--- src/common/SchedulerTypes.sv ---
// scheduler widths and typedefs
// op tag, physical register tag, queue index and one-hot entry mask
// helper for the mask of live entries

package SchedulerTypes;

    // upper bound on entries, sizes index and one-hot types
    localparam int QUEUE_DEPTH_MAX = 16;

    localparam int QUEUE_INDEX_WIDTH = $clog2(QUEUE_DEPTH_MAX);
    localparam int OP_TAG_WIDTH      = 8;
    localparam int PHY_REG_TAG_WIDTH = 6;

    // micro-op identifier, dispatch to issue
    typedef logic [OP_TAG_WIDTH-1:0] OpTagPath;

    // source operand and wakeup broadcast tag
    typedef logic [PHY_REG_TAG_WIDTH-1:0] PhyRegTagPath;

    typedef logic [QUEUE_INDEX_WIDTH-1:0] IssueQueueIndexPath;

    // one bit per entry: free, flush and issued masks
    typedef logic [QUEUE_DEPTH_MAX-1:0] IssueQueueOneHotPath;

    // ones on the entries that exist for a given depth
    function automatic IssueQueueOneHotPath liveEntryMask(input int depth);
        IssueQueueOneHotPath mask;
        mask = '0;
        for (int e = 0; e < QUEUE_DEPTH_MAX; e++) begin
            if (e < depth) begin
                mask[e] = 1'b1;
            end
        end
        return mask;
    endfunction

endpackage : SchedulerTypes

--- src/common/DispatchIF.sv ---
// entry allocation bus, dispatch unit to issue queue
// free mask back from the queue

`timescale 1ns/1ps

interface DispatchIF import SchedulerTypes::*; ();

    IssueQueueOneHotPath freeMask;    // from queue, one bit per empty entry

    logic               write;        // one-cycle load strobe
    IssueQueueIndexPath writePtr;
    OpTagPath           writeTag;
    PhyRegTagPath       writeSrcTag;
    logic               writeSrcReady;

    modport Dispatch (
        input  freeMask,
        output write,
        output writePtr,
        output writeTag,
        output writeSrcTag,
        output writeSrcReady
    );

    modport Queue (
        output freeMask,
        input  write,
        input  writePtr,
        input  writeTag,
        input  writeSrcTag,
        input  writeSrcReady
    );

endinterface : DispatchIF

--- src/common/SchedulerIF.sv ---
// select and issue bus between issue queue and schedule stage
// selected slots forward, issued entry mask back

`timescale 1ns/1ps

interface SchedulerIF import SchedulerTypes::*; #(
    parameter int issueWidth = 2
) ();

    // per issue slot, lowest index in slot 0
    logic               selected    [issueWidth];
    IssueQueueIndexPath selectedPtr [issueWidth];
    OpTagPath           selectedTag [issueWidth];

    IssueQueueOneHotPath issuedMask;  // freed on next edge

    modport Queue (
        output selected,
        output selectedPtr,
        output selectedTag,
        input  issuedMask
    );

    modport ScheduleStage (
        input  selected,
        input  selectedPtr,
        input  selectedTag,
        output issuedMask
    );

endinterface : SchedulerIF

--- src/scheduler/DispatchUnit.sv ---
// dispatch unit: lowest free entry search, full flag,
// write strobe and same-cycle wakeup bypass

`timescale 1ns/1ps

module DispatchUnit import SchedulerTypes::*; #(
    parameter int queueDepth = 8
) (
    input  logic         clk,
    input  logic         arstN,
    input  logic         dispatchValid,
    input  OpTagPath     dispatchTag,
    input  PhyRegTagPath dispatchSrcTag,
    input  logic         dispatchSrcReady,
    input  logic         wakeupValid,
    input  PhyRegTagPath wakeupTag,
    output logic         dispatchFull,
    DispatchIF.Dispatch  dispatch
);

    IssueQueueOneHotPath candidates;
    IssueQueueIndexPath  freePtr;
    logic                anyFree;
    logic                wakeupHit;

    always_comb begin
        candidates = dispatch.freeMask & liveEntryMask(queueDepth);

        // priority encoder, lowest index wins
        freePtr = '0;
        anyFree = 1'b0;
        for (int e = QUEUE_DEPTH_MAX - 1; e >= 0; e--) begin
            if (candidates[e]) begin
                freePtr = IssueQueueIndexPath'(e);
                anyFree = 1'b1;
            end
        end
    end

    assign dispatchFull = !anyFree;

    // broadcast in the same cycle counts as ready
    assign wakeupHit = wakeupValid && (wakeupTag == dispatchSrcTag);

    assign dispatch.write         = dispatchValid && anyFree;
    assign dispatch.writePtr      = freePtr;
    assign dispatch.writeTag      = dispatchTag;
    assign dispatch.writeSrcTag   = dispatchSrcTag;
    assign dispatch.writeSrcReady = dispatchSrcReady || wakeupHit;

endmodule : DispatchUnit

--- src/scheduler/IssueQueue.sv ---
// issue queue: entry storage with one source operand each,
// wakeup match, flush and issue freeing,
// lowest-index-first select of up to issueWidth ready entries

`timescale 1ns/1ps

module IssueQueue import SchedulerTypes::*; #(
    parameter int queueDepth = 8,
    parameter int issueWidth = 2
) (
    input  logic                clk,
    input  logic                arstN,
    input  logic                wakeupValid,
    input  PhyRegTagPath        wakeupTag,
    input  IssueQueueOneHotPath flushMask,
    DispatchIF.Queue            dispatch,
    SchedulerIF.Queue           scheduler
);

    // control state per entry
    logic [queueDepth-1:0] entryValid;
    logic [queueDepth-1:0] entrySrcReady;

    // payload per entry
    OpTagPath     entryTag    [queueDepth];
    PhyRegTagPath entrySrcTag [queueDepth];

    logic [queueDepth-1:0] writeHit;    // entry loaded this edge
    logic [queueDepth-1:0] wakeupHit;   // waiting entry matches broadcast
    logic [queueDepth-1:0] releaseHit;  // flushed or issued

    always_comb begin
        for (int e = 0; e < queueDepth; e++) begin
            writeHit[e]   = dispatch.write && (dispatch.writePtr == IssueQueueIndexPath'(e));
            wakeupHit[e]  = wakeupValid && entryValid[e] && (entrySrcTag[e] == wakeupTag);
            releaseHit[e] = flushMask[e] || scheduler.issuedMask[e];
        end
    end

    // empty entries back to dispatch, unused upper bits stay zero
    always_comb begin
        dispatch.freeMask = '0;
        for (int e = 0; e < queueDepth; e++) begin
            dispatch.freeMask[e] = !entryValid[e];
        end
    end

    // load, then wakeup, then release; later step wins
    always_ff @(posedge clk or negedge arstN) begin
        if (!arstN) begin
            entryValid    <= '0;
            entrySrcReady <= '0;
        end else begin
            for (int e = 0; e < queueDepth; e++) begin
                if (writeHit[e]) begin
                    entryValid[e]    <= 1'b1;
                    entrySrcReady[e] <= dispatch.writeSrcReady;
                end else if (wakeupHit[e]) begin
                    entrySrcReady[e] <= 1'b1;
                end

                if (releaseHit[e]) begin
                    entryValid[e] <= 1'b0;
                end
            end
        end
    end

    always_ff @(posedge clk) begin
        for (int e = 0; e < queueDepth; e++) begin
            if (writeHit[e]) begin
                entryTag[e]    <= dispatch.writeTag;
                entrySrcTag[e] <= dispatch.writeSrcTag;
            end
        end
    end

    // select walks from index 0, fills slots in order
    always_comb begin
        int slot;
        slot = 0;
        for (int s = 0; s < issueWidth; s++) begin
            scheduler.selected[s]    = 1'b0;
            scheduler.selectedPtr[s] = '0;
            scheduler.selectedTag[s] = '0;
        end
        for (int e = 0; e < queueDepth; e++) begin
            if (entryValid[e] && entrySrcReady[e] && slot < issueWidth) begin
                scheduler.selected[slot]    = 1'b1;
                scheduler.selectedPtr[slot] = IssueQueueIndexPath'(e);
                scheduler.selectedTag[slot] = entryTag[e];
                slot++;
            end
        end
    end

endmodule : IssueQueue

--- src/scheduler/ScheduleStage.sv ---
// schedule stage: masks the selection with stall, clear and flush,
// returns the issued mask and holds the issue-stage register

`timescale 1ns/1ps

module ScheduleStage import SchedulerTypes::*; #(
    parameter int queueDepth = 8,
    parameter int issueWidth = 2
) (
    input  logic                clk,
    input  logic                arstN,
    input  logic                stall,
    input  logic                clear,
    input  IssueQueueOneHotPath flushMask,
    SchedulerIF.ScheduleStage   scheduler,
    output logic                issueValid [issueWidth],
    output OpTagPath            issueTag   [issueWidth],
    output IssueQueueIndexPath  issuePtr   [issueWidth]
);

    IssueQueueOneHotPath liveFlush;
    logic flush     [issueWidth];
    logic update    [issueWidth];
    logic nextValid [issueWidth];

    always_comb begin
        liveFlush            = flushMask & liveEntryMask(queueDepth);
        scheduler.issuedMask = '0;

        for (int i = 0; i < issueWidth; i++) begin
            flush[i] = liveFlush[scheduler.selectedPtr[i]];

            // slot really leaves the queue
            update[i] = !stall && !clear && scheduler.selected[i] && !flush[i];

            nextValid[i] = (stall || clear || flush[i]) ? 1'b0 : scheduler.selected[i];

            if (update[i]) begin
                scheduler.issuedMask[scheduler.selectedPtr[i]] = 1'b1;
            end
        end
    end

    // issue-stage register, holds under stall
    always_ff @(posedge clk or negedge arstN) begin
        if (!arstN) begin
            for (int i = 0; i < issueWidth; i++) begin
                issueValid[i] <= 1'b0;
            end
        end else if (!stall) begin
            for (int i = 0; i < issueWidth; i++) begin
                issueValid[i] <= nextValid[i];
            end
        end
    end

    always_ff @(posedge clk) begin
        if (!stall) begin
            for (int i = 0; i < issueWidth; i++) begin
                issueTag[i] <= scheduler.selectedTag[i];
                issuePtr[i] <= scheduler.selectedPtr[i];  // meaningful only with issueValid
            end
        end
    end

endmodule : ScheduleStage

--- src/source/SchedulerUnit.sv ---
// scheduler top level
// dispatch unit, issue queue and schedule stage joined by two buses

`timescale 1ns/1ps

module SchedulerUnit import SchedulerTypes::*; #(
    parameter int queueDepth = 8,   // at most QUEUE_DEPTH_MAX
    parameter int issueWidth = 2
) (
    input  logic                clk,
    input  logic                arstN,
    input  logic                dispatchValid,
    input  OpTagPath            dispatchTag,
    input  PhyRegTagPath        dispatchSrcTag,
    input  logic                dispatchSrcReady,
    input  logic                wakeupValid,
    input  PhyRegTagPath        wakeupTag,
    input  IssueQueueOneHotPath flushMask,
    input  logic                stall,
    input  logic                clear,
    output logic                dispatchFull,
    output logic                issueValid [issueWidth],
    output OpTagPath            issueTag   [issueWidth],
    output IssueQueueIndexPath  issuePtr   [issueWidth]
);

    DispatchIF dispatchIf ();
    SchedulerIF #(.issueWidth(issueWidth)) schedulerIf ();

    DispatchUnit #(
        .queueDepth (queueDepth)
    ) DispatchUnit_i (
        .clk              (clk),
        .arstN            (arstN),
        .dispatchValid    (dispatchValid),
        .dispatchTag      (dispatchTag),
        .dispatchSrcTag   (dispatchSrcTag),
        .dispatchSrcReady (dispatchSrcReady),
        .wakeupValid      (wakeupValid),
        .wakeupTag        (wakeupTag),
        .dispatchFull     (dispatchFull),
        .dispatch         (dispatchIf.Dispatch)
    );

    IssueQueue #(
        .queueDepth (queueDepth),
        .issueWidth (issueWidth)
    ) IssueQueue_i (
        .clk         (clk),
        .arstN       (arstN),
        .wakeupValid (wakeupValid),
        .wakeupTag   (wakeupTag),
        .flushMask   (flushMask),
        .dispatch    (dispatchIf.Queue),
        .scheduler   (schedulerIf.Queue)
    );

    ScheduleStage #(
        .queueDepth (queueDepth),
        .issueWidth (issueWidth)
    ) ScheduleStage_i (
        .clk        (clk),
        .arstN      (arstN),
        .stall      (stall),
        .clear      (clear),
        .flushMask  (flushMask),
        .scheduler  (schedulerIf.ScheduleStage),
        .issueValid (issueValid),
        .issueTag   (issueTag),
        .issuePtr   (issuePtr)
    );

endmodule : SchedulerUnit

--- config.mk ---
export PLATFORM = sky130hd
export DESIGN_NAME = SchedulerUnit
export DESIGN_NICKNAME = d
export VERILOG_FILES = /design/src/common/SchedulerTypes.sv /design/src/common/DispatchIF.sv /design/src/common/SchedulerIF.sv /design/src/scheduler/DispatchUnit.sv /design/src/scheduler/IssueQueue.sv /design/src/scheduler/ScheduleStage.sv /design/src/source/SchedulerUnit.sv
export SDC_FILE = /design/constraint.sdc
export NUM_CORES = 1
export LEC_CHECK = 0
export ABC_AREA = 1
export BUFFER_PORTS_ARGS = -buffer_cell sky130_fd_sc_hd__buf_2
export CAP_MARGIN = 20
export CORE_MARGIN = 4
export CORE_UTILIZATION = 62
export CTS_BUF_LIST = sky130_fd_sc_hd__clkbuf_4 sky130_fd_sc_hd__clkbuf_8 sky130_fd_sc_hd__clkbuf_16
export CTS_CLUSTER_SIZE = 14
export DETAILED_ROUTE_END_ITERATION = 10
export PLACE_DENSITY = 0.88
export SLEW_MARGIN = 20
export SYNTH_ARGS = -nofsm -noshare
export SYNTH_HDL_FRONTEND = slang
export SYNTH_SLANG_ARGS = --single-unit
--- constraint.sdc ---
create_clock -name clk -period 11.55 [get_ports clk]
set_input_delay 0 -clock clk [delete_from_list [all_inputs] [get_ports clk]]
set_output_delay 0 -clock clk [all_outputs]
set_load 0.005 [all_outputs]
# ---- Word-level counts from Yosys, hierarchy flattened
# Memories as Yosys holds them, arrays and structs flattened.
# Index checks and enable logic that the tools add are counted.
dict set report totals {
  ram_bits 112
  register_bits 42
  memories 2
  output_inout_bits 27
}
dict set report classes {
  eq_ne 16
  n_lt_le_gt_ge 25
  n_mux 197
  n_reduce_logical 103
  bitwise_logic 33
  addsub 6
}
# name words word_bits read_ports rd_clocked_by_memory_dff write_ports line_no
set memory_table {}
lappend memory_table {IssueQueue_i.entryTag 8 8 8 0 1 IssueQueue.sv:25} ;# OpTagPath entryTag [queueDepth];
lappend memory_table {IssueQueue_i.entrySrcTag 8 6 8 0 1 IssueQueue.sv:26} ;# PhyRegTagPath entrySrcTag [queueDepth];
# op n
set ops {}
lappend ops {{$ge A32 B2 Y1 const B} 7}
lappend ops {{$lt A32 B1 Y1 const B} 7}
lappend ops {{$lt A32 B3 Y1 const B} 6}
lappend ops {{$mux W32} 6}
lappend ops {{$not A32 Y32} 6}
lappend ops {{$mux W8} 23}
lappend ops {{$add A32 B2 Y32 const B} 5}
lappend ops {{$bwmux W16} 7}
lappend ops {{$mux W16} 7}
lappend ops {{$mux W1} 85}
lappend ops {{$demux W8 S1} 7}
lappend ops {{$mux W4} 14}
lappend ops {{$reduce_or A8 Y1} 7}
lappend ops {{$logic_and A1 B1 Y1} 55}
lappend ops {{$eq A6 B6 Y1} 9}
lappend ops {{$mux W3} 15}
lappend ops {{$mux W6} 7}
lappend ops {{$reduce_or A6 Y1} 7}
lappend ops {{$not A1 Y32} 1}
lappend ops {{$reduce_bool A2 Y1} 16}
lappend ops {{$demux W4 S1} 7}
lappend ops {{$eq A4 B3 Y1 const B} 4}
lappend ops {{$or A2 B2 Y2} 8}
lappend ops {{$mux W2} 7}
lappend ops {{23 further kinds} 57}

# ---- Logic depth before layout (Yosys ltp)
# Gate-level depths: netlist (run 1).
dict set report depth {
  ltp_word 37
  depth_mapped 34
  ltp_nobuf 34
}

# ---- By module
# From an unflattened synthesis (run 1), not the netlist that was laid out.
dict set report unflattened {
  hier_cells 959
  hier_area_um2 8643.3
}
# module area_per_inst_um2 cells_per_inst n_inst
set by_module_without_submodules {}
lappend by_module_without_submodules {IssueQueue 6762.7 711 1}
lappend by_module_without_submodules {ScheduleStage 1517.7 178 1}
lappend by_module_without_submodules {DispatchUnit 362.8 70 1}

# ---- Worst setup path after synthesis (run 1)
# Ideal clock, no wire load.
dict set report synth_path {
  path_kind {register -> register}
  start {reg IssueQueue_i.entryValid[0]}
  end {reg IssueQueue_i.entryValid[5]}
  setup_time_ns 0.117
  arrival_time_ns 4.079
  required_time_ns 11.433
  stages_incl_launch_ff 32
  period_less_slack_ns 4.196
  slack_ns 7.354
  cell_sequence {dfrtp_1 -> nand2_4 -> ha_1 -> o21bai_1 -> nand2_1 -> inv_1 -> ha_1 -> nand2_1 -> nand4_2 -> nor2_8 -> nand3_4 -> nand2_4 -> inv_2 -> ha_1 -> inv_1 -> nand4_1 -> nand2_2 -> inv_2 -> ha_1 -> inv_1 -> nor2_1 -> nand2_1 -> nand2_2 -> nand3_4 -> nand2_4 -> inv_2 -> nand2_1 -> nand2_2 -> a21oi_4 -> nand3_1 -> nand2_1 -> nor2_1}
}
# item line_no
set synth_rtl {}
lappend synth_rtl {{from (decl)} IssueQueue.sv:21} ;# logic [queueDepth-1:0] entryValid;
lappend synth_rtl {{from (signal assigned)} IssueQueue.sv:51} ;# entryValid <= '0;
lappend synth_rtl {{from (signal, indexed assignment)} IssueQueue.sv:56} ;# entryValid[e] <= 1'b1;
lappend synth_rtl {{from (signal, indexed assignment)} IssueQueue.sv:63} ;# entryValid[e] <= 1'b0;
lappend synth_rtl {{$logic_and A1 B1 Y1 *} IssueQueue.sv:88} ;# if (entryValid[e] && entrySrcReady[e] && slot < issueWidth) begin
lappend synth_rtl {{$mux W1 *} IssueQueue.sv:88}
lappend synth_rtl {{$lt A1 B2 Y1} IssueQueue.sv:88}
lappend synth_rtl {{$logic_and A1 B1 Y1} IssueQueue.sv:88}
lappend synth_rtl {{$mux W32} IssueQueue.sv:88}
lappend synth_rtl {{$lt A32 B3 Y1} IssueQueue.sv:88}
lappend synth_rtl {{$logic_and A1 B1 Y1} IssueQueue.sv:88}
lappend synth_rtl {{$mux W32} IssueQueue.sv:88}
lappend synth_rtl {{[... 19 more ...]} -}
lappend synth_rtl {{net IssueQueue_i.scheduler.selectedPtr[4]} SchedulerIF.sv:19} ;# output selectedPtr,
lappend synth_rtl {{[... 1 more ...]} -}
lappend synth_rtl {{$logic_and A1 B1 Y1 (implied by the code) / $mux W1 (equally long branches)} {ScheduleStage.sv:39, ScheduleStage.sv:31}}
lappend synth_rtl {{$mux W1 (implied by the code) / $logic_not A1 Y1 (equally long branches)} {ScheduleStage.sv:39, ScheduleStage.sv:34}}
lappend synth_rtl {{$demux W1 S4 / $logic_and A1 B1 Y1 (equally long branches)} -}
lappend synth_rtl {{$mux W8 *} ScheduleStage.sv:38} ;# if (update[i]) begin
lappend synth_rtl {{$or A8 B8 Y8 (no source line)} -}
lappend synth_rtl {{$mux W8 *} ScheduleStage.sv:38}
lappend synth_rtl {{$logic_or A1 B1 Y1 *} IssueQueue.sv:36} ;# releaseHit[e] = flushMask[e] || scheduler.issuedMask[e];
lappend synth_rtl {{$mux W1 / $reduce_bool A2 Y1 (equally long branches)} -}
# Mark *: on every way through the listed nets, which the timed path passes. The rest lies on a longest branch. The select of a mux whose other input is x is not followed.
# A chain may end at the register's enable or synchronous reset.

# ---- Worst setup path after layout (run 1)
dict set report layout_path {
  start {reg IssueQueue_i.entryValid[0]}
  end {reg IssueQueue_i.entryValid[6]}
}
# item line_no
set layout_rtl {}
lappend layout_rtl {{$logic_and A1 B1 Y1 *} IssueQueue.sv:88}
lappend layout_rtl {{$mux W1 *} IssueQueue.sv:88}
lappend layout_rtl {{$lt A1 B2 Y1} IssueQueue.sv:88}
lappend layout_rtl {{$logic_and A1 B1 Y1} IssueQueue.sv:88}
lappend layout_rtl {{$mux W32} IssueQueue.sv:88}
lappend layout_rtl {{$lt A32 B3 Y1} IssueQueue.sv:88}
lappend layout_rtl {{$logic_and A1 B1 Y1} IssueQueue.sv:88}
lappend layout_rtl {{$mux W32} IssueQueue.sv:88}
lappend layout_rtl {{[... 19 more ...]} -}
lappend layout_rtl {{net IssueQueue_i.scheduler.selectedPtr[0]} SchedulerIF.sv:19}
lappend layout_rtl {{$lt A4 B5 Y1 (implied by the code) / $ge A4 B1 Y1 (equally long branches)} ScheduleStage.sv:39} ;# scheduler.issuedMask[scheduler.selectedPtr[i]] = 1'b1;
lappend layout_rtl {{$logic_and A1 B1 Y1 (implied by the code)} ScheduleStage.sv:39}
lappend layout_rtl {{$mux W1 (implied by the code)} ScheduleStage.sv:39}
lappend layout_rtl {{$demux W1 S4} -}
lappend layout_rtl {{$or A8 B8 Y8 (no source line)} -}
lappend layout_rtl {{$mux W8 *} ScheduleStage.sv:38}
lappend layout_rtl {{$logic_or A1 B1 Y1 *} IssueQueue.sv:36}
lappend layout_rtl {{$mux W1 / $reduce_bool A2 Y1 (equally long branches)} -}
# Marks and branches as above.

==> out/results.tsv, run 1 <==
stage	metric	value	unit
run_status	outcome	finished, final reports clean	
logic_synthesis	post-synthesis xor/xnor area fraction	2.02	%
logic_synthesis	Distinct cells, synth	53	
setup_path	r2r startpoint	IssueQueue_i.entryValid[0]	
floorplanning	Die X	120	um
setup_path	R2R cell count	31	
detailed_routing	via count	6171	
logic_synthesis	Syn. warnings	0	
timing	Worst Skew	7.51	ps
timing	RSZ-0062 raised after global routing	false	
floorplanning	number of top-level pins	70	
clock_network	Clock transition at path regs	60	ps
detailed_routing	Via density	5.85	
floorplanning	die height	120	um
final_layout	P&R area growth vs syn	17.4	%
final_layout	antenna cells	0	
setup_path	Crit Path Max Fanout	25	
place	RD Place Congestion	0.893	
setup_path	critical path class	reg2reg	
grt	initial antenna violation count	0	
floorplanning	Core Region	0.0122	mm2
timing	Worst-Margin Slew	841	ps
timing	final slew viol count	0	
min_path	Hold EP	IssueQueue_i.entryValid[1]	
logic_synthesis	Post-Synth Adder-Cell Area	1.12	%
floorplanning	row cnt	40	
timing	max frequency	197	MHz
clock_network	Max Root-Sink Buffers	2	
grt	first-pass GRT wire length	29300	um
floorplanning	die area	0.0144	mm2
place	hpwl dp	12300	um
grt	GRT Util Overall	26.4	%
min_path	worst hold-check path type	in2reg	
logic_synthesis	Cells after Synth	785	
setup_path	worst reg2reg setup slack	6470	ps
setup_path	critical path's slowest cell	dfrtp_1	
logic_synthesis	async set-or-reset flop fraction in the synthesized netlist	11.8	%
detailed_routing	Final Routed Wirelength	18700	um
logic_synthesis	Main synth FF type	edfxtp_1	
final_layout	FILL cells	722	
power	peak supply drop	109	uV
logic_synthesis	Post-Syn Area	0.00779	mm2
setup_path	CP required	11860	ps
timing	endpoints failing hold	0	
final_layout	Final Cell Area	0.00914	mm2
timing	setup_tns	0	ps
final_layout	ratio of cells with drive above 1 in the final layout	18.2	%
clock_network	Clock Root Buffer	clkbuf_16	
place	area of placed instances	0.00825	mm2
detailed_routing	initial drt markers	778	
clock_network	TritonCTS Buffers	17	
timing	crit path time final	5080	ps
final_layout	Total Nets Final	924	
place	Port-buffer cells	59	
detailed_routing	post-route ant nets	0	
final_layout	Sequential cell area	0.00447	mm2
setup_path	reg2reg end	IssueQueue_i.entryValid[6]	
detailed_routing	DRC Markers	0	
logic_synthesis	Post-synth EDFFs	134	
min_path	Cells on Worst Hold Path	4	
floorplanning	Initial Util	64.0	%
setup_path	CP Capture Type	register	
logic_synthesis	largest family of logic cells by synthesized area	simple AND/OR/NAND/NOR gates	
power	static leakage	3.78	nW
detailed_routing	average wire per standard cell	17.7	um
clock_network	htree depth	4	
final_layout	Multi-input gate area	0.00282	mm2
logic_synthesis	sequential-to-total area share from yosys stat	57.4	%
timing	# setup viols final	0	
setup_path	startpoint class of the critical path	register	
logic_synthesis	number of synthesized register bits	152	
setup_path	max incr delay on CP	480	ps
timing	smallest hold slack	48.8	ps
logic_synthesis	mux cell area share after synthesis	0.129	%
grt	largest net degree at the start of global routing	26	
clock_network	CTS sink cnt	152	
grt	vias in the first global route	5908	
run	Max Cap Viol	0	
logic_synthesis	Compound-Gate Fraction of Synth Area	11.9	%
logic_synthesis	post-synthesis simple-gate area fraction	21.0	%
detailed_routing	Pre-Repair DR Iteration Count	8	
logic_synthesis	Syn Area/Cell	9.92	um2
setup_path	Worst Path Arrival	5380	ps
power	Power Density	147	mW/mm2
clock_network	CTS tree	yes	
min_path	hold_sp	flushMask[1]	
timing	period utilization	43.9	%
clock_network	Clk Latency, worst-skew pair	420	ps
grt	total gr overflow	0	
timing	slew margin rel.	43.7	%
==> per-layer routing <==
layer | track usage [%] | up-vias | routed length [um]
met5 | 0 | - | 0
met4 | 12.6 | 0 | 620
met3 | 6.55 | 66 | 1740
met2 | 42.9 | 367 | 9020
met1 | 33.3 | 2836 | 7300
li1 | - | 2902 | -
==> cell usage in the layout, fill, tap and decap left out, types with 5 or more instances in the layout <==
| cell | synthesis | layout |
|---|---|---|
| nand2_4 | 9 | 9 |
| o22ai_1 | 9 | 9 |
| clkbuf_16 | 0 | 17 |
| nand3_4 | 5 | 5 |
| o2111ai_1 | 5 | 5 |
| or2_2 | 6 | 6 |
| nor3_1 | 7 | 7 |
| a221oi_1 | 5 | 5 |
| nand2_1 | 136 | 136 |
| inv_1 | 90 | 90 |
| ha_1 | 7 | 7 |
| nand4_1 | 9 | 9 |
| xnor2_1 | 6 | 6 |
| nor2_1 | 87 | 87 |
| nand2_2 | 14 | 14 |
| a31oi_1 | 10 | 10 |
| o211ai_1 | 26 | 26 |
| dlygate4sd3_1 | 0 | 25 |
| buf_4 | 2 | 8 |
| nor4_1 | 7 | 7 |
| xor2_1 | 12 | 12 |
| dfrtp_1 | 18 | 18 |
| a21oi_1 | 14 | 14 |
| o21ai_0 | 58 | 58 |
| nand3_1 | 40 | 40 |
| edfxtp_1 | 134 | 134 |
| buf_2 | 6 | 59 |
| inv_2 | 10 | 10 |
==> worst max path at each step <==
stage,startpoint,endpoint,slack [ps],cells after the start
after global placement,IssueQueue_i.entryValid[0],IssueQueue_i.entryValid[7],6770,31
after global routing,IssueQueue_i.entryValid[0],IssueQueue_i.entryValid[0],6060,31
final,IssueQueue_i.entryValid[0],IssueQueue_i.entryValid[6],6470,31
after detailed placement,IssueQueue_i.entryValid[0],IssueQueue_i.entryValid[6],6640,31
after floorplan,IssueQueue_i.entryValid[0],IssueQueue_i.entryValid[5],7350,31
after CTS,IssueQueue_i.entryValid[0],IssueQueue_i.entryValid[6],6550,31
==> synth_stat cells, types with 9 or more instances <==
master / number / area [um2]
inv_2: 10 / 37.5
edfxtp_1: 134 / 4020
a21oi_1: 14 / 70.1
nand3_1: 40 / 200
nand4_1: 9 / 56.3
dfrtp_1: 18 / 450
o21ai_0: 58 / 290
inv_1: 90 / 338
clkbuf_1: 13 / 48.8
nand2_2: 14 / 87.6
o22ai_1: 9 / 56.3
nand2_1: 136 / 510
nand2_4: 9 / 101
o211ai_1: 26 / 195
nor2_1: 87 / 327
a31oi_1: 10 / 62.6
xor2_1: 12 / 105
==> per-stage QoR <==
stage,std cells,power (mW),worst slack (ps),utilization (%)
finish,1055,1.34,6470,75.2
global route,1055,1.38,6060,75.2
global placement,998,0.739,6770,67.8
floorplan,786,0.705,7350,-
CTS,1055,1.34,6550,75.2
detailed placement,998,0.743,6640,67.8
==> repair_timing <==
action	4_1_cts	5_1_grt
hold buffers	25	0
endpoints found under the hold margin	140	0
setup endpoints to repair	0	0
setup buffers	0	0
gates resized for setup	0	0
==> power breakdown <==
part / switching (mW) / internal [mW] / leakage (nW) / total (mW)
Sequential: 0.00972 / 0.618 / 1.48 / 0.628
Combinational: 0.0751 / 0.0416 / 1.99 / 0.117
Clock: 0.215 / 0.381 / 0.313 / 0.596
==> critical path: cells and delay by family, from the launching register on <==
kind	cells	cell delay [ps]
adders and majority gates	4	1110
buffers and inverters	5	300
DFF	1	480
and+or+nand+nor	22	3050
==> flip-flops by register name, indices dropped and copies added, names as in the netlist <==
name                        cells
ScheduleStage_i.issuePtr        6
IssueQueue_i.entrySrcTag       48
ScheduleStage_i.issueTag       16
IssueQueue_i.entryValid         8
IssueQueue_i.entryTag          64
ScheduleStage_i.issueValid      2
IssueQueue_i.entrySrcReady      8
==> kinds of logic after synthesis <==
family,after synthesis
other cells,1
xor+xnor,18
simple gates,334
flops,152
fa+ha+maj,7
buf+inv,125
mux,1
compound gates,147
==> final cells by class <==
| cell class | instances | share of cell area [%] |
|---|---|---|
| flip-flops and latches | 152 | 48.9 |
| multi-input cells | 509 | 30.9 |
| repair buffers | 92 | 6.62 |
| clock buffers | 21 | 5.19 |
| inverters | 102 | 4.22 |
| well taps | 168 | 2.30 |
| clock inverters | 11 | 1.83 |
(Power assumes the default switching activity.)
==> run 2, diff against run 1 <==
--- a/config.mk
+++ b/config.mk
@@ -5,15 +5,15 @@
 export SDC_FILE = /design/constraint.sdc
 export NUM_CORES = 1
 export LEC_CHECK = 0
-export ABC_AREA = 1
+export ABC_AREA = 0
 export BUFFER_PORTS_ARGS = -buffer_cell sky130_fd_sc_hd__buf_2
 export CAP_MARGIN = 20
 export CORE_MARGIN = 4
-export CORE_UTILIZATION = 62
+export CORE_UTILIZATION = 54
 export CTS_BUF_LIST = sky130_fd_sc_hd__clkbuf_4 sky130_fd_sc_hd__clkbuf_8 sky130_fd_sc_hd__clkbuf_16
 export CTS_CLUSTER_SIZE = 14
 export DETAILED_ROUTE_END_ITERATION = 10
-export PLACE_DENSITY = 0.88
+export PLACE_DENSITY = 0.81
 export SLEW_MARGIN = 20
 export SYNTH_ARGS = -nofsm -noshare
 export SYNTH_HDL_FRONTEND = slang
==> constraint.sdc (replaced) <==
create_clock -name clk -period 4.2 [get_ports clk]
set_input_delay 0 -clock clk [delete_from_list [all_inputs] [get_ports clk]]
set_output_delay 0 -clock clk [all_outputs]
set_load 0.005 [all_outputs]
==> run 2 against run 1 <==
Compared with the run above:
- the run now ends with setup timing left
- first-iteration DRC count grew 13%
- global-route usage grew 2.2 points
- sequential power grew to 2.7 times the previous value
- die area grew 16%
- worst hold slack gained 26 ps
- clock power grew to 2.5 times the previous value
- clock skew grew 6.4 ps
- critical path depth shrank 6
- synthesized area grew 2.5%
- via count grew 8.6%
- wire length grew 28%
- count of clock-buffer cells in the layout shrank 4
- critical endpoint is now IssueQueue_i.entryValid[2]
- highest routed layer unchanged
==> out/results.tsv, run 2 <==
stage	metric	value	unit	change
floorplanning	Die X	130	um	was 120 um
grt	met1 Resource Use GR	36.4	%	was 33.3%
grt	first-pass GRT wire length	36300	um	was 29300 um
clock_network	CTS tree	yes		unchanged
logic_synthesis	top post-synthesis cells by count	134 x edfxtp_1, 57 x nand2_1, 37 x xnor2_1, 35 x a21oi_1, 31 x o21ai_0		was 136 x nand2_1, 134 x edfxtp_1, 90 x inv_1, 87 x nor2_1, 58 x o21ai_0
power	total power	3.65	mW	was 1.34 mW
final_layout	antenna cells	0		unchanged
final_layout	Final Cell Area	0.0106	mm2	was 0.00914 mm2
final_layout	Total Nets Final	906		was 924
final_layout	P&R area growth vs syn	33.1	%	was 17.4%
setup_path	CP Capture Type	register		unchanged
floorplanning	number of top-level pins	70		unchanged
logic_synthesis	async set-or-reset flop fraction in the synthesized netlist	11.8	%	unchanged
logic_synthesis	Synth area leaders	edfxtp_1 50%, dfrtp_1 5.6%, xnor2_1 4.1%		was edfxtp_1 52%, nand2_1 6.6%, dfrtp_1 5.8%
place	RD Place Congestion	0.968		was 0.893
run_status	outcome	finished, violations left		was finished, final reports clean
timing	slew margin rel.	39.5	%	was 43.7%
final_layout	Util after Layout	73.3	%	was 75.2%
clock_network	CTS sink cnt	152		unchanged
logic_synthesis	most frequent cell after synthesis	edfxtp_1		was nand2_1
clock_network	htree depth	4		unchanged
clock_network	TritonCTS Buffers	17		unchanged
final_layout	FILL cells	891		was 722
logic_synthesis	Post-synth EDFFs	134		unchanged
timing	endpoints failing hold	0		unchanged
place	pre-CTS WS	-644	ps	was 6640 ps
setup_path	CP required	4500	ps	was 11860 ps
final_layout	Largest register FFs	64		unchanged
detailed_routing	via count	6700		was 6171
logic_synthesis	Cells after Synth	663		was 785
place	Port-buffer cells	59		unchanged
timing	Worst Skew	14.0	ps	was 7.51 ps
clock_network	Clock transition at path regs	70	ps	was 60 ps
floorplanning	Core Region	0.0145	mm2	was 0.0122 mm2
place	area of placed instances	0.00920	mm2	was 0.00825 mm2
logic_synthesis	Yosys top cell by area	edfxtp_1		unchanged
final_layout	ratio of cells with drive above 1 in the final layout	38.2	%	was 18.2%
power	static leakage	4.03	nW	was 3.78 nW
final_layout	biggest regs	IssueQueue_i.entryTag: 64 flops, IssueQueue_i.entrySrcTag: 48 flops, ScheduleStage_i.issueTag: 16 flops		unchanged
grt	grt met3 use	4.95	%	was 6.55%
min_path	worst hold-check path type	in2async		was in2reg
logic_synthesis	post-synthesis xor/xnor area fraction	6.43	%	was 2.02%
timing	max frequency	212	MHz	was 197 MHz
run	Max Cap Viol	0		unchanged
logic_synthesis	Post-Syn Area	0.00798	mm2	was 0.00779 mm2
logic_synthesis	Syn. warnings	0		unchanged
timing	final slew viol count	0		unchanged
detailed_routing	initial drt markers	876		was 778
timing	RSZ-0062 raised after global routing	true		was false
timing	final worst slack	-517	ps	was 6470 ps
setup_path	Worst Path Arrival	5010	ps	was 5380 ps
logic_synthesis	top cell type's share of synthesized area	50.4	%	was 51.7%
final_layout	most common cell after layout, fill and taps aside	edfxtp_1		was nand2_1
floorplanning	Initial Util	55.1	%	was 64.0%
timing	crit path time final	4720	ps	was 5080 ps
logic_synthesis	mux cell area share after synthesis	4.77	%	was 0.129%
grt	vias in the first global route	6693		was 5908
setup_path	Crit Path Max Fanout	5		was 25
run_status	failing checks	setup timing		
timing	Worst-Margin Slew	908	ps	was 841 ps
logic_synthesis	largest family of logic cells by synthesized area	compound AO/OA/AOI/OAI gates		was simple AND/OR/NAND/NOR gates
logic_synthesis	number of synthesized register bits	152		unchanged
clock_network	Clock Root Buffer	clkbuf_16		unchanged
logic_synthesis	post-synthesis simple-gate area fraction	12.6	%	was 21.0%
grt	initial antenna violation count	0		unchanged
floorplanning	die area	0.0168	mm2	was 0.0144 mm2
detailed_routing	post-route ant nets	0		unchanged
clock_network	Max Root-Sink Buffers	2		unchanged
final_layout	Largest Register	IssueQueue_i.entryTag		unchanged
logic_synthesis	Distinct cells, synth	84		was 53
grt	GR Layer Usage met2	47.5	%	was 42.9%
detailed_routing	average wire per standard cell	22.6	um	was 17.7 um
detailed_routing	Pre-Repair DR Iteration Count	6		was 8
logic_synthesis	Syn Area/Cell	12.0	um2	was 9.92 um2
final_layout	leading cell types in the layout, fill and taps excluded	134 x edfxtp_1, 112 x buf_4, 59 x buf_2		was 136 x nand2_1, 134 x edfxtp_1, 90 x inv_1
logic_synthesis	Main synth FF type	edfxtp_1		unchanged
power	Power Density	344	mW/mm2	was 147 mW/mm2
detailed_routing	DRC Markers	0		unchanged
floorplanning	row cnt	44		was 40
detailed_routing	Via density	6.36		was 5.85
grt	largest net degree at the start of global routing	23		was 26
place	hpwl dp	15700	um	was 12300 um
grt	total gr overflow	0		unchanged
setup_path	critical path class	reg2reg		unchanged
logic_synthesis	Compound-Gate Fraction of Synth Area	15.0	%	was 11.9%
power	peak supply drop	326	uV	was 109 uV
detailed_routing	Final Routed Wirelength	23800	um	was 18700 um
timing	# setup viols final	32		was 0
clock_network	Clk Latency, worst-skew pair	430	ps	was 420 ps
grt	GRT Util Overall	28.6	%	was 26.4%
floorplanning	die height	130	um	was 120 um
setup_path	startpoint class of the critical path	register		unchanged
logic_synthesis	Post-Synth Adder-Cell Area	1.40	%	was 1.12%
grt	global route hottest layer	met2		unchanged
logic_synthesis	sequential-to-total area share from yosys stat	56.1	%	was 57.4%
timing	period utilization	112	%	was 43.9%
-- run 2: cell types whose count changed in the layout (fill, tap and decap cells not counted), sizes merged, moves of 9 or more --
cell	before	now
nor3	8	23
nand2	159	58
buf	67	180
mux2i	1	11
nor2	95	33
o21ai	61	39
o211ai	26	17
inv	102	34
nand3	49	22
xnor2	6	37
a21oi	15	38
nor4	7	18
mux2	0	24
a22o	1	10
-- run 2: repair_timing --
action	4_1_cts	5_1_grt
endpoints found under the hold margin	142	0
endpoints found under the setup margin	32	32
gates resized for setup	36	29
setup buffers	22	8
hold buffers	26	0
cloned	1	0
pin swaps	35	15
-- run 2: layer usage --
metal	wire length, um	part of all wire, %	vias to the layer above
li1	-	-	2906
met1	8880	37	3251
met2	11900	50	446
met3	1930	8.1	97
met4	1060	4.5	0
met5	0	0	-
-- run 2: stage by stage --
step	hold slack (ps)	instances	setup TNS, ps
finish	75.2	1053	-10010
detailed placement	-2.01	965	-11370
CTS	90.0	1045	-6880
global placement	4.55	965	-7410
floorplan	-296	664	-24210
global route	107	1053	-14960
-- run 2: path summary, 6_finish.rpt --
path / start / to / slack, ps / cells past startpoint
worst max-delay path: IssueQueue_i.entryValid[0] / IssueQueue_i.entryValid[2] / -520 / 25
worst min-delay path: arstN / IssueQueue_i.entrySrcReady[6] / 80 / 2
worst max register to register: IssueQueue_i.entryValid[0] / IssueQueue_i.entryValid[2] / -520 / 25
worst min register to register: ScheduleStage_i.issueValid[1] / ScheduleStage_i.issueValid[1] / 540 / 1
max in group asynchronous: arstN / IssueQueue_i.entryValid[4] / 3770 / 2
min in group clk: wakeupValid / IssueQueue_i.entrySrcReady[3] / 130 / 5
-- run 2: cell type report --
cell class / instances / area (um2) / share of cell area, %
well taps: 184 / 230 / 2.17
multi-input cells: 453 / 3710 / 34.9
clock inverters: 15 / 159 / 1.50
clock buffers: 17 / 425 / 4.01
inverters: 26 / 108 / 1.01
flip-flops and latches: 152 / 4470 / 42.1
repair buffers: 206 / 1520 / 14.3
-- run 2: cells by family after synthesis --
kind of cell / Yosys count
DFF: 152
other: 1
buffers and inverters: 60
AOI/OAI and AO/OA: 162
xor gates and xnor gates: 57
adders and majority gates: 9
and+or+nand+nor: 187
muxes: 35
-- run 2: power breakdown --
| group | leakage [nW] | internal, mW | switching, mW |
|---|---|---|---|
| logic | 2.27 | 0.212 | 0.238 |
| registers | 1.49 | 1.69 | 0.0176 |
| clock network | 0.279 | 0.840 | 0.659 |
-- run 2: worst max-delay path: stages, from the launching register on --
cell	delay (ps)
dfrtp_1	400
and2_4	180
inv_4	60
ha_4	220
o21a_4	130
nor2_4	130
inv_4	50
ha_4	210
nand3b_1	170
buf_4	170
o31ai_4	200
o211ai_2	120
nand2_2	90
inv_2	60
ha_4	220
o31a_1	290
ha_4	270
nor2b_4	120
o211ai_1	90
buf_4	200
nor2_4	150
a31oi_1	50
or3_1	370
a31o_4	290
nor4_4	250
a21oi_1	100
==> run 3, diff against run 2 <==
--- a/config.mk
+++ b/config.mk
@@ -8,8 +8,10 @@
 export ABC_AREA = 0
 export BUFFER_PORTS_ARGS = -buffer_cell sky130_fd_sc_hd__buf_2
 export CAP_MARGIN = 20
+export CELL_PAD_IN_SITES_DETAIL_PLACEMENT = 1
+export CELL_PAD_IN_SITES_GLOBAL_PLACEMENT = 2
 export CORE_MARGIN = 4
-export CORE_UTILIZATION = 54
+export CORE_UTILIZATION = 37
 export CTS_BUF_LIST = sky130_fd_sc_hd__clkbuf_4 sky130_fd_sc_hd__clkbuf_8 sky130_fd_sc_hd__clkbuf_16
 export CTS_CLUSTER_SIZE = 14
 export DETAILED_ROUTE_END_ITERATION = 10
==> run 3 against run 2 <==
Compared with the run above:
- the flow still finishes with violations (setup timing)
- cell count increased by 8.9%
- wire length up 9.9%
- combinational power rose by 0.9%
- first-iteration DRC count shrank 47%
- count of clock-buffer cells in the layout is the same
- flip-flop and latch count stayed put
- sequential power barely moved
- largest power group unchanged
- final area rose by 1.4%
- largest cell class unchanged
- utilization decreased by 22 points
- fmax is 2.4% lower
- register-to-register slack got worse by 120 ps
==> out/results.tsv, run 3 (synthesized netlist as in run 2, its figures left out) <==
stage	metric	value	unit	change
floorplanning	row cnt	53		was 44
place	hpwl dp	17700	um	was 15700 um
final_layout	Final Cell Area	0.0108	mm2	was 0.0106 mm2
detailed_routing	post-route ant nets	0		unchanged
power	total power	3.62	mW	was 3.65 mW
power	Comb power frac	12.5	%	was 12.3%
grt	initial antenna violation count	0		unchanged
power	static leakage	4.02	nW	was 4.03 nW
grt	vias in the first global route	6939		was 6693
setup_path	Worst Path Arrival	5190	ps	was 5010 ps
floorplanning	die area	0.0240	mm2	was 0.0168 mm2
run_status	outcome	finished, violations left		unchanged
timing	# setup viols final	32		unchanged
power	NetSw	946	uW	was 915 uW
final_layout	antenna cells	0		unchanged
grt	GRT Util Overall	21.9	%	was 28.6%
setup_path	CP required	4560	ps	was 4500 ps
setup_path	Buf+Inv Stages, Crit Path	5		unchanged
place	RD Place Congestion	0.873		was 0.968
setup_path	Most common cell on crit path	ha_4		unchanged
setup_path	Top Family by Delay on Critical Path	compound AO/OA/AOI/OAI gates		was simple AND/OR/NAND/NOR gates
final_layout	leading cell types in the layout, fill and taps excluded	134 x edfxtp_1, 109 x buf_4, 59 x buf_2		was 134 x edfxtp_1, 112 x buf_4, 59 x buf_2
min_path	Hold EP	IssueQueue_i.entrySrcReady[4]		
detailed_routing	via count	6456		was 6700
setup_path	max incr delay on CP	400	ps	about the same
clock_network	CTS tree	yes		unchanged
timing	slew margin rel.	37.6	%	was 39.5%
grt	first-pass GRT wire length	40300	um	was 36300 um
power	internal power	2.67	mW	was 2.74 mW
final_layout	Total Nets Final	909		was 906
clock_network	TritonCTS Buffers	17		unchanged
clock_network	Max Root-Sink Buffers	2		unchanged
setup_path	startpoint class of the critical path	register		unchanged
timing	RSZ-0062 raised after global routing	true		unchanged
floorplanning	Core Region	0.0211	mm2	was 0.0145 mm2
detailed_routing	Pre-Repair DR Iteration Count	6		unchanged
clock_network	htree depth	4		unchanged
timing	final worst slack	-633	ps	was -517 ps
clock_network	CTS sink cnt	152		unchanged
place	Port-buffer cells	59		unchanged
run	Max Cap Viol	0		unchanged
timing	setup_tns	-13330	ps	was -10010 ps
setup_path	reg2reg end	IssueQueue_i.entryValid[5]		was IssueQueue_i.entryValid[2]
setup_path	critical path class	reg2reg		unchanged
timing	Worst Skew	15.7	ps	was 14.0 ps
grt	largest net degree at the start of global routing	23		unchanged
timing	max frequency	207	MHz	was 212 MHz
power	Power Density	336	mW/mm2	was 344 mW/mm2
clock_network	Clk Latency, worst-skew pair	440	ps	was 430 ps
run_status	failing checks	setup timing		unchanged
final_layout	biggest regs	IssueQueue_i.entryTag: 64 flops, IssueQueue_i.entrySrcTag: 48 flops, ScheduleStage_i.issueTag: 16 flops		unchanged
setup_path	CP Capture Type	register		unchanged
detailed_routing	average wire per standard cell	22.8	um	was 22.6 um
final_layout	ratio of cells with drive above 1 in the final layout	39.4	%	was 38.2%
floorplanning	Initial Util	37.8	%	was 55.1%
detailed_routing	initial drt markers	461		was 876
setup_path	r2r startpoint	IssueQueue_i.entryValid[0]		unchanged
min_path	hold_sp	dispatchSrcReady		
detailed_routing	Via density	5.63		was 6.36
clock_network	Clock Root Buffer	clkbuf_16		unchanged
timing	smallest hold slack	8.03	ps	was 75.2 ps
setup_path	critical path's slowest cell	dfrtp_1		unchanged
detailed_routing	Final Routed Wirelength	26200	um	was 23800 um
floorplanning	number of top-level pins	70		unchanged
timing	crit path time final	4830	ps	was 4720 ps
floorplanning	die height	155	um	was 130 um
grt	total gr overflow	0		unchanged
timing	Worst-Margin Slew	933	ps	was 908 ps
timing	period utilization	115	%	was 112%
setup_path	Crit Path Max Fanout	5		unchanged
setup_path	R2R cell count	26		was 25
floorplanning	Die X	155	um	was 130 um
final_layout	Largest register FFs	64		unchanged
power	peak supply drop	257	uV	was 326 uV
final_layout	P&R area growth vs syn	34.9	%	was 33.1%
detailed_routing	DRC Markers	0		unchanged
min_path	Cells on Worst Hold Path	3		
timing	final slew viol count	0		unchanged
power	sequential fraction of design power	47.1	%	was 46.6%
place	area of placed instances	0.00932	mm2	was 0.00920 mm2
timing	endpoints failing hold	0		unchanged
final_layout	most common cell after layout, fill and taps aside	edfxtp_1		unchanged
clock_network	Clock transition at path regs	60	ps	was 70 ps
final_layout	Largest Register	IssueQueue_i.entryTag		unchanged
setup_path	worst reg2reg setup slack	-630	ps	was -520 ps
min_path	worst hold-check path type	in2reg		was in2async
power	clock power share	40.4	%	was 41.0%
power	switch share	26.1	%	was 25.0%
-- run 3: worst reg2reg max path, stage by stage, from the launching register on --
cell and delay, ps:
dfrtp_1 400, and2_4 180, inv_4 40, ha_4 230, nor3_4 210, nor2_4 70, inv_4 70, ha_4 210
nand3b_1 220, o31a_1 300, o211ai_2 110, nand2_2 90, inv_2 80, ha_4 200, o31a_1 290, ha_4 280
nor2b_4 120, o211ai_1 100, buf_4 200, nor3_4 290, a21oi_2 90, a21oi_2 230, buf_4 170, nand2_8 70
mux2i_4 210, o21a_1 190, a21oi_2 110
-- run 3: worst max path at each step --
stage	startpoint	to	slack (ps)	cells past startpoint
2_1_floorplan	IssueQueue_i.entryValid[0]	ScheduleStage_i.issueValid[1]	-980	29
3_3_place_gp	IssueQueue_i.entryValid[0]	IssueQueue_i.entryValid[2]	-620	25
3_5_place_dp	IssueQueue_i.entryValid[0]	IssueQueue_i.entryValid[2]	-740	25
4_1_cts	IssueQueue_i.entryValid[0]	IssueQueue_i.entryValid[2]	-520	28
5_1_grt	IssueQueue_i.entryValid[0]	IssueQueue_i.entryValid[3]	-880	25
6_report	IssueQueue_i.entryValid[0]	IssueQueue_i.entryValid[5]	-630	26
-- run 3: metal layers --
metal / vias up / wire, um / GRT usage [%]
met5: - / 0 / 0
met4: 0 / 887 / 8.33
met3: 58 / 1100 / 3.34
met2: 199 / 13200 / 37.6
met1: 3292 / 11000 / 28.0
li1: 2907 / - / -
-- run 3: power by group through the flow --
stage | clock network, mW | logic [mW] | registers, mW
after floorplan | 0 | 0.222 | 1.73
after global placement | 0 | 0.368 | 1.73
after detailed placement | 0 | 0.383 | 1.74
after CTS | 1.48 | 0.434 | 1.70
after global routing | 1.56 | 0.485 | 1.71
final | 1.46 | 0.454 | 1.70
-- run 3: cell type report --
| cell class | instances | area (um2) |
|---|---|---|
| fillers | 2179 | 10300 |
| flip-flops and latches | 152 | 4470 |
| multi-input cells | 453 | 3730 |
| repair buffers | 209 | 1550 |
| clock buffers | 17 | 425 |
| well taps | 275 | 344 |
| clock inverters | 15 | 131 |
| inverters | 26 | 108 |
-- run 3: timing repair --
item | CTS | global route
gates resized for setup | 59 | 24
pin swaps | 27 | 14
buffers inserted | 26 | 10
hold buffers | 25 | 0
hold endpoints to repair | 140 | 0
setup endpoints to repair | 32 | 32
gates cloned | 1 | 0
-- run 3: stage by stage --
stage	worst slack (ps)	instances	utilization (%)
6_report	-633	1147	51.1
5_1_grt	-875	1147	51.1
4_1_cts	-519	1142	50.3
3_5_place_dp	-740	1059	44.2
3_3_place_gp	-622	1059	44.2
2_1_floorplan	-976	664	-
